$ cat src/rtl/chan_pkg.sv
package chan_pkg;

  localparam int LSAB_DEPTH = 4;

  typedef logic [31:0] word_t;

  // 0 to LSAB_DEPTH, so one bit wider than a pointer.
  typedef logic [2:0] occ_t;

  typedef struct packed {
    word_t data;
    logic  last; // set on the word that ends a frame.
  } chan_word_t;

endpackage

$ cat src/rtl/net_pkg.sv
package net_pkg;

  // start, 32 data bits lsb first, last flag, stop.
  localparam int FRAME_BITS = 35;

  localparam int RST_HOLD = 16; // cycles the core stays in reset after RST.

  typedef logic [5:0] bit_idx_t;
  typedef logic [4:0] hold_t;

  typedef enum logic {
    TX_IDLE,
    TX_SHIFT
  } tx_state_t;

  typedef enum logic [1:0] {
    RX_IDLE,
    RX_SHIFT,
    RX_STORE
  } rx_state_t;

endpackage

$ cat src/rtl/reset_sequencer.sv
module reset_sequencer (
  input  logic CPU_CLK,
  input  logic RST,
  output logic rst_core,
  output logic ready
);
  net_pkg::hold_t hold_cnt;
  logic           hold_done;

  assign hold_done = (hold_cnt == net_pkg::hold_t'(net_pkg::RST_HOLD));

  // saturates, so the core stays out of reset until RST drops again.
  always_ff @(posedge CPU_CLK) begin
    if (!RST) begin
      hold_cnt <= '0;
    end else if (!hold_done) begin
      hold_cnt <= hold_cnt + 5'd1;
    end
  end

  assign rst_core = hold_done; // active low, released at the end of the hold.
  assign ready    = hold_done;

endmodule

$ cat src/rtl/host_port.sv
module host_port (
  input  logic                 CPU_CLK,
  input  logic                 rst_core,
  input  logic                 send_req,
  input  chan_pkg::chan_word_t send_word,
  output logic                 send_ack,
  output logic                 recv_req,
  output chan_pkg::chan_word_t recv_word,
  input  logic                 recv_ack,
  output logic                 err,
  input  logic                 err_ack,
  output logic                 tx_push,
  output chan_pkg::chan_word_t tx_push_word,
  input  chan_pkg::occ_t       tx_occ,
  output logic                 rx_pop,
  input  chan_pkg::chan_word_t rx_head,
  input  chan_pkg::occ_t       rx_occ,
  input  logic                 overflow
);
  typedef enum logic {SEND_IDLE, SEND_ACK} send_state_t;
  typedef enum logic [1:0] {RECV_IDLE, RECV_REQ, RECV_DONE} recv_state_t;
  typedef enum logic [1:0] {ERR_IDLE, ERR_SET, ERR_CLEAR} err_state_t;

  send_state_t send_state;
  recv_state_t recv_state;
  err_state_t  err_state;
  logic        tx_full;
  logic        rx_empty;

  assign tx_full  = (tx_occ == chan_pkg::occ_t'(chan_pkg::LSAB_DEPTH));
  assign rx_empty = (rx_occ == '0);

  // push goes out in the cycle the request is accepted, ack follows.
  assign tx_push      = (send_state == SEND_IDLE) && send_req && !tx_full;
  assign tx_push_word = send_word;
  assign send_ack     = (send_state == SEND_ACK);

  assign recv_req  = (recv_state == RECV_REQ);
  assign recv_word = rx_head; // head only moves on our own pop.
  assign rx_pop    = (recv_state == RECV_REQ) && recv_ack;

  assign err = (err_state == ERR_SET);

  always_ff @(posedge CPU_CLK) begin
    if (!rst_core) begin
      send_state <= SEND_IDLE;
      recv_state <= RECV_IDLE;
      err_state  <= ERR_IDLE;
    end else begin
      case (send_state)
        SEND_IDLE: if (tx_push) send_state <= SEND_ACK;
        default:   if (!send_req) send_state <= SEND_IDLE;
      endcase

      case (recv_state)
        RECV_IDLE: if (!rx_empty) recv_state <= RECV_REQ;
        RECV_REQ:  if (recv_ack) recv_state <= RECV_DONE;
        default:   if (!recv_ack) recv_state <= RECV_IDLE; // wait for ack to drop.
      endcase

      // overflows arriving while err is set or still being acked are lost.
      case (err_state)
        ERR_IDLE: if (overflow) err_state <= ERR_SET;
        ERR_SET:  if (err_ack) err_state <= ERR_CLEAR;
        default:  if (!err_ack) err_state <= ERR_IDLE;
      endcase
    end
  end

endmodule

$ cat src/rtl/lsab_buffer.sv
module lsab_buffer (
  input  logic                 CPU_CLK,
  input  logic                 rst_core,
  input  logic                 push,
  input  chan_pkg::chan_word_t push_word,
  input  logic                 pop,
  output chan_pkg::chan_word_t head_word,
  output chan_pkg::occ_t       occ,
  output chan_pkg::occ_t       last_count
);
  chan_pkg::chan_word_t mem [chan_pkg::LSAB_DEPTH];
  logic [1:0]           wr_ptr;
  logic [1:0]           rd_ptr;
  logic                 do_push;
  logic                 do_pop;

  assign do_pop  = pop && (occ != '0);
  // a full buffer still takes a push when the head leaves in the same cycle.
  assign do_push = push && ((occ != chan_pkg::occ_t'(chan_pkg::LSAB_DEPTH)) || do_pop);

  assign head_word = mem[rd_ptr];

  always_ff @(posedge CPU_CLK) begin
    if (do_push) begin
      mem[wr_ptr] <= push_word;
    end
  end

  always_ff @(posedge CPU_CLK) begin
    if (!rst_core) begin
      wr_ptr     <= '0;
      rd_ptr     <= '0;
      occ        <= '0;
      last_count <= '0;
    end else begin
      if (do_push) wr_ptr <= wr_ptr + 2'd1;
      if (do_pop) rd_ptr <= rd_ptr + 2'd1;

      case ({do_push, do_pop})
        2'b10:   occ <= occ + 3'd1;
        2'b01:   occ <= occ - 3'd1;
        default: occ <= occ;
      endcase

      // frame ends held, drives the interrupt.
      last_count <= last_count
                    + chan_pkg::occ_t'(do_push && push_word.last)
                    - chan_pkg::occ_t'(do_pop && head_word.last);
    end
  end

endmodule

$ cat src/rtl/frame_sender.sv
module frame_sender (
  input  logic                 CPU_CLK,
  input  logic                 rst_core,
  input  chan_pkg::occ_t       tx_occ,
  input  chan_pkg::chan_word_t tx_head,
  output logic                 tx_pop,
  output logic                 wire_tx
);
  net_pkg::tx_state_t            state;
  net_pkg::bit_idx_t             bit_idx;
  logic [net_pkg::FRAME_BITS-1:0] shreg;
  logic                          frame_end;
  logic                          load;

  assign frame_end = (bit_idx == net_pkg::bit_idx_t'(net_pkg::FRAME_BITS - 1));

  // reload on the stop bit so frames leave back to back.
  assign load = ((state == net_pkg::TX_IDLE) ||
                 (state == net_pkg::TX_SHIFT && frame_end)) &&
                (tx_occ != '0);

  assign tx_pop  = load;
  assign wire_tx = (state == net_pkg::TX_SHIFT) ? shreg[0] : 1'b1; // line idles high.

  always_ff @(posedge CPU_CLK) begin
    if (!rst_core) begin
      state   <= net_pkg::TX_IDLE;
      bit_idx <= '0;
    end else begin
      case (state)
        net_pkg::TX_IDLE: begin
          if (load) begin
            state   <= net_pkg::TX_SHIFT;
            bit_idx <= '0;
          end
        end
        default: begin
          if (load) begin
            bit_idx <= '0;
          end else if (frame_end) begin
            state <= net_pkg::TX_IDLE;
          end else begin
            bit_idx <= bit_idx + 6'd1;
          end
        end
      endcase
    end
  end

  // stop, last, data, start; bit 0 goes out first.
  always_ff @(posedge CPU_CLK) begin
    if (load) begin
      shreg <= {1'b1, tx_head.last, tx_head.data, 1'b0};
    end else if (state == net_pkg::TX_SHIFT) begin
      shreg <= {1'b1, shreg[net_pkg::FRAME_BITS-1:1]};
    end
  end

endmodule

$ cat src/rtl/frame_receiver.sv
module frame_receiver (
  input  logic                 CPU_CLK,
  input  logic                 rst_core,
  input  logic                 wire_rx,
  input  chan_pkg::occ_t       rx_occ,
  output logic                 rx_push,
  output chan_pkg::chan_word_t rx_push_word,
  output logic                 overflow
);
  net_pkg::rx_state_t             state;
  net_pkg::bit_idx_t              bit_idx;
  logic [net_pkg::FRAME_BITS-2:0] shreg; // everything after the start bit.
  logic                           rx_full;
  logic                           stop_ok;
  logic                           frame_end;

  assign rx_full   = (rx_occ == chan_pkg::occ_t'(chan_pkg::LSAB_DEPTH));
  assign stop_ok   = shreg[net_pkg::FRAME_BITS-2];
  assign frame_end = (bit_idx == net_pkg::bit_idx_t'(net_pkg::FRAME_BITS - 1));

  // bad stop bit drops the frame silently.
  assign rx_push      = (state == net_pkg::RX_STORE) && stop_ok && !rx_full;
  assign overflow     = (state == net_pkg::RX_STORE) && stop_ok && rx_full;
  assign rx_push_word = '{data: shreg[31:0], last: shreg[32]};

  always_ff @(posedge CPU_CLK) begin
    if (!rst_core) begin
      state   <= net_pkg::RX_IDLE;
      bit_idx <= '0;
    end else begin
      case (state)
        net_pkg::RX_SHIFT: begin
          bit_idx <= bit_idx + 6'd1;
          if (frame_end) state <= net_pkg::RX_STORE;
        end
        default: begin
          // the next start bit can already be on the line during store.
          if (!wire_rx) begin
            state   <= net_pkg::RX_SHIFT;
            bit_idx <= 6'd1;
          end else begin
            state <= net_pkg::RX_IDLE;
          end
        end
      endcase
    end
  end

  // lsb arrives first and ends up at bit 0.
  always_ff @(posedge CPU_CLK) begin
    if (state == net_pkg::RX_SHIFT) begin
      shreg <= {wire_rx, shreg[net_pkg::FRAME_BITS-2:1]};
    end
  end

endmodule

$ cat src/rtl/chip.sv
module chip (
  input  logic                 CPU_CLK,
  input  logic                 RST,
  output logic                 ready,
  input  logic                 send_req,
  input  chan_pkg::chan_word_t send_word,
  output logic                 send_ack,
  output logic                 recv_req,
  output chan_pkg::chan_word_t recv_word,
  input  logic                 recv_ack,
  output logic                 err,
  input  logic                 err_ack,
  output logic                 irq,
  input  logic                 wire_rx,
  output logic                 wire_tx
);
  logic                 rst_core;
  logic                 tx_push;
  logic                 tx_pop;
  logic                 rx_push;
  logic                 rx_pop;
  logic                 overflow;
  chan_pkg::chan_word_t tx_push_word;
  chan_pkg::chan_word_t tx_head;
  chan_pkg::chan_word_t rx_push_word;
  chan_pkg::chan_word_t rx_head;
  chan_pkg::occ_t       tx_occ;
  chan_pkg::occ_t       rx_occ;
  chan_pkg::occ_t       rx_last;

  reset_sequencer rst_seq (.CPU_CLK, .RST, .rst_core, .ready);

  host_port host (.CPU_CLK, .rst_core, .send_req, .send_word, .send_ack,
                  .recv_req, .recv_word, .recv_ack, .err, .err_ack,
                  .tx_push, .tx_push_word, .tx_occ, .rx_pop, .rx_head, .rx_occ,
                  .overflow);

  lsab_buffer tx_buf (.CPU_CLK, .rst_core, .push(tx_push), .push_word(tx_push_word),
                      .pop(tx_pop), .head_word(tx_head), .occ(tx_occ), .last_count());

  lsab_buffer rx_buf (.CPU_CLK, .rst_core, .push(rx_push), .push_word(rx_push_word),
                      .pop(rx_pop), .head_word(rx_head), .occ(rx_occ), .last_count(rx_last));

  frame_sender sender (.CPU_CLK, .rst_core, .tx_occ, .tx_head, .tx_pop, .wire_tx);

  frame_receiver receiver (.CPU_CLK, .rst_core, .wire_rx, .rx_occ, .rx_push,
                           .rx_push_word, .overflow);

  assign irq = (rx_last != '0); // a complete frame is waiting.

endmodule

$ cat config.mk
export PLATFORM = sky130hd
export DESIGN_NAME = chip
export DESIGN_NICKNAME = d
export VERILOG_FILES = /design/src/rtl/chan_pkg.sv /design/src/rtl/net_pkg.sv /design/src/rtl/reset_sequencer.sv /design/src/rtl/host_port.sv /design/src/rtl/lsab_buffer.sv /design/src/rtl/frame_sender.sv /design/src/rtl/frame_receiver.sv /design/src/rtl/chip.sv
export SDC_FILE = /design/constraint.sdc
export NUM_CORES = 1
export LEC_CHECK = 0
export ABC_CLOCK_PERIOD_IN_PS = 2400
export BUFFER_PORTS_ARGS = -buffer_cell sky130_fd_sc_hd__buf_4
export CORE_AREA = 5 5 205 168
export DETAILED_ROUTE_END_ITERATION = 8
export DIE_AREA = 0 0 210 173
export PLACE_DENSITY_LB_ADDON = 0.12
export SLEW_MARGIN = 20
export SYNTH_ARGS = -nofsm -noshare
export SYNTH_HDL_FRONTEND = slang
export SYNTH_SLANG_ARGS = --single-unit
$ cat constraint.sdc
create_clock -name CPU_CLK -period 2.4 [get_ports CPU_CLK]
set_input_delay 0.24 -clock CPU_CLK [delete_from_list [all_inputs] [get_ports CPU_CLK]]
set_output_delay 0.24 -clock CPU_CLK [all_outputs]
set_load 0.1 [all_outputs]
==> run metrics <==
status finished clean; Die Ht around 170 um; placed insts 1265; setup total negative slack 0 ps; Post-Layout Cell Count 1377; fin. max-slew vios 0; area of placed instances 15500 um2; minimum clock period between 2000 and 2500 ps; Final period util 0.971; worst min path class reg -> reg; initial antenna violation count 2; core area 32000 um2; most frequent cell after synthesis edfxtp_1; fin nets 980; Max FO, Critical Path 5; post-synth top area cell edfxtp_1; die area around 36000 um2; via/cell ratio 5.21; Leakage 0.00563 uW; Initial Util 0.445; share of the synthesized area in the top cell type 0.698; Final Core Density 0.533; crit end category flop; worst setup path category reg -> reg; Vias 7170; CTS tree done; Final Routed Wirelength 26200 um; CP required between 2000 and 3000 ps; Initial DRC Count 512; placed wire-length estimate 14400 um; largest net degree at the start of global routing 71; via count of the first global-routing pass 7505; Mapped Nets roughly 840; Sink Count 378; Max Freq 429 MHz; Pre-Repair DR Iteration Count 5; die width 210 um; share of layout cells above drive strength 1 0.245; DRC violation count after routing 0; clk_lat worst skew 530 ps; # IOs 78; GR Util All Layers 0.144; Synth warnings 0; antenna cells 0; final instance area ~17000 um2; Fin. Hold Viols 0; pwr dens 757 nW/um2; Slew HR 0.484; Synth top cells by count edfxtp_1, nand2_1, mux4_2, dfxtp_1, o21ai_0; root buffer cell clkbuf_16; VDD IR max 0.534 mV; sequential fraction of the synthesis area 0.764; clk slew on worst S/H paths 60 ps; Async SR Flop Fraction 0; Setup violations, final 0; CP Launch Type flop; DRT antenna net count 0; Yosys reg bits 378; Post-synth EDFFs 331; Crit path arrival time 2770 ps; cts bufs inserted 39; Unique masters post-synth 46; Worst Tran Pin Value 764 ps; max_cap viols 0; clock skew roughly 19 ps; H-tree depth 2; Bufs on Longest Clock Path 3; grt ovf 0; FP Rows 59; RSZ-0062 raised after global routing false; Synth Area per Inst 18.4 um2; Post-Synthesis Cell Area about 14000 um2; GPL Wtd Cong about 0.68; Mapped Cells 775; first-pass GRT wire length 41600 um; Area Growth Syn to Fin 19.8%; top cells by area, synth edfxtp_1, mux4_2, dfxtp_1, nand2_1, ha_1; DR WL/cell 19.1 um; # port buffers 77; Main synth FF type edfxtp_1
-- state kept, by name (all words and copies together), names as in the netlist, named ones only --
signal / flops
host.send_ack: 1
host.err_state: 2
rx_buf.last_count: 3
rx_buf.occ: 3
sender.state: 1
tx_buf.wr_ptr: 2
receiver.shreg: 34
tx_buf.occ: 3
sender.bit_idx: 6
rx_buf.mem: 132
rst_seq.hold_cnt: 5
rx_buf.rd_ptr: 2
tx_buf.rd_ptr: 2
receiver.bit_idx: 6
host.recv_state: 2
sender.shreg: 34
tx_buf.mem: 132
rx_buf.wr_ptr: 2
receiver.state: 2
-- stage by stage --
stage	total power (uW)	worst slack, ps	hold WS, ps
CTS	13100	10.2	425
global route	13400	1.37	437
finish	12900	70.6	456
floorplan	7330	-183	339
global placement	7410	108	438
detailed placement	7420	-63.7	438
-- cells in the final DEF, fill, tap and decap left out, types with 2 or more instances in the layout --
cell type      netlist  final
a211oi_1             2      2
a21oi_1             12     11
a311oi_1             2      2
a31o_2               3      3
a41oi_1              2      2
and2_1              16     16
and3_1               4      4
and3b_1              2      2
buf_12               0      7
buf_4                0     94
clkbuf_1            23     13
clkbuf_16            0     40
clkinv_1             2     10
clkinv_2             0      5
dfxtp_1             47     42
dfxtp_2              0      5
dlygate4sd3_1        0     38
edfxtp_1           331    331
fa_1                 3      2
ha_1                18     16
ha_2                 0      2
inv_1               23     23
mux2i_1              2      2
mux4_2              66     66
nand2_1             74     74
nand2b_1             2      2
nand3_1             10     10
nand3b_1             3      3
nand4_1              2      2
nor2_1              31     31
nor3_1               5      5
o211a_1              3      3
o21a_1               2      2
o21ai_0             37     37
or3_1                5      5
xnor2_1             10     10
xor2_1               6      6
-- final cells by class --
type | instances | area, um2
Clock buffer | 54 | 1060
Multi-Input combinational cell | 337 | 3140
Timing Repair Buffer | 139 | 1230
Tap cell | 427 | 534
Fill cell | 2588 | 15000
Sequential cell | 378 | 10900
Clock inverter | 17 | 118
Inverter | 25 | 95.1
-- logic make-up after synthesis --
group,after synthesis,synth area share
DFF,378,0.764
and+or+nand+nor,160,0.0515
AOI/OAI and AO/OA,71,0.0312
muxes,69,0.107
buffers and inverters,60,0.0173
adders and majority gates,21,0.0200
xor gates and xnor gates,16,0.00983
-- critical path, cell delays in order, from the launching register on --
cell	delay (ps)
dfxtp_2	350
or3b_4	380
and3b_1	210
inv_1	80
ha_2	190
inv_1	50
fa_1	380
xor2_1	160
or3_1	320
a21oi_2	130
-- worst paths after layout --
path / slack (ps) / depth (start not counted) / startpoint / to
setup / recovery: 70 / 9 / tx_buf.occ[1] / tx_buf.occ[2]
hold reg to reg: 460 / 0 / receiver.shreg[33] / receiver.shreg[32]
setup reg to reg: 70 / 9 / tx_buf.occ[1] / tx_buf.occ[2]
hold / removal: 460 / 0 / receiver.shreg[33] / receiver.shreg[32]
-- timing repair --
action	4_1_cts	5_1_grt
gates resized for setup	7	2
gates cloned	0	0
endpoints found under the hold margin	143	0
pin swaps	2	2
setup buffers	3	0
hold buffers	38	0
endpoints found under the setup margin	34	1
-- power by group --
part           internal [uW]  leakage (uW)  total [uW]  switching [uW]
clock network           3210      0.000575        5580            2370
registers               7120       0.00347        7130            12.1
logic                    122       0.00158         203            81.1
-- layer usage --
metal,global-route usage,vias up,part of all wire
li1,-,3296,-
met1,0.207,3677,0.46
met2,0.224,148,0.47
met3,0.0332,45,0.051
met4,0.0375,4,0.018
met5,0,-,0.00072
(Power assumes the default switching activity.)
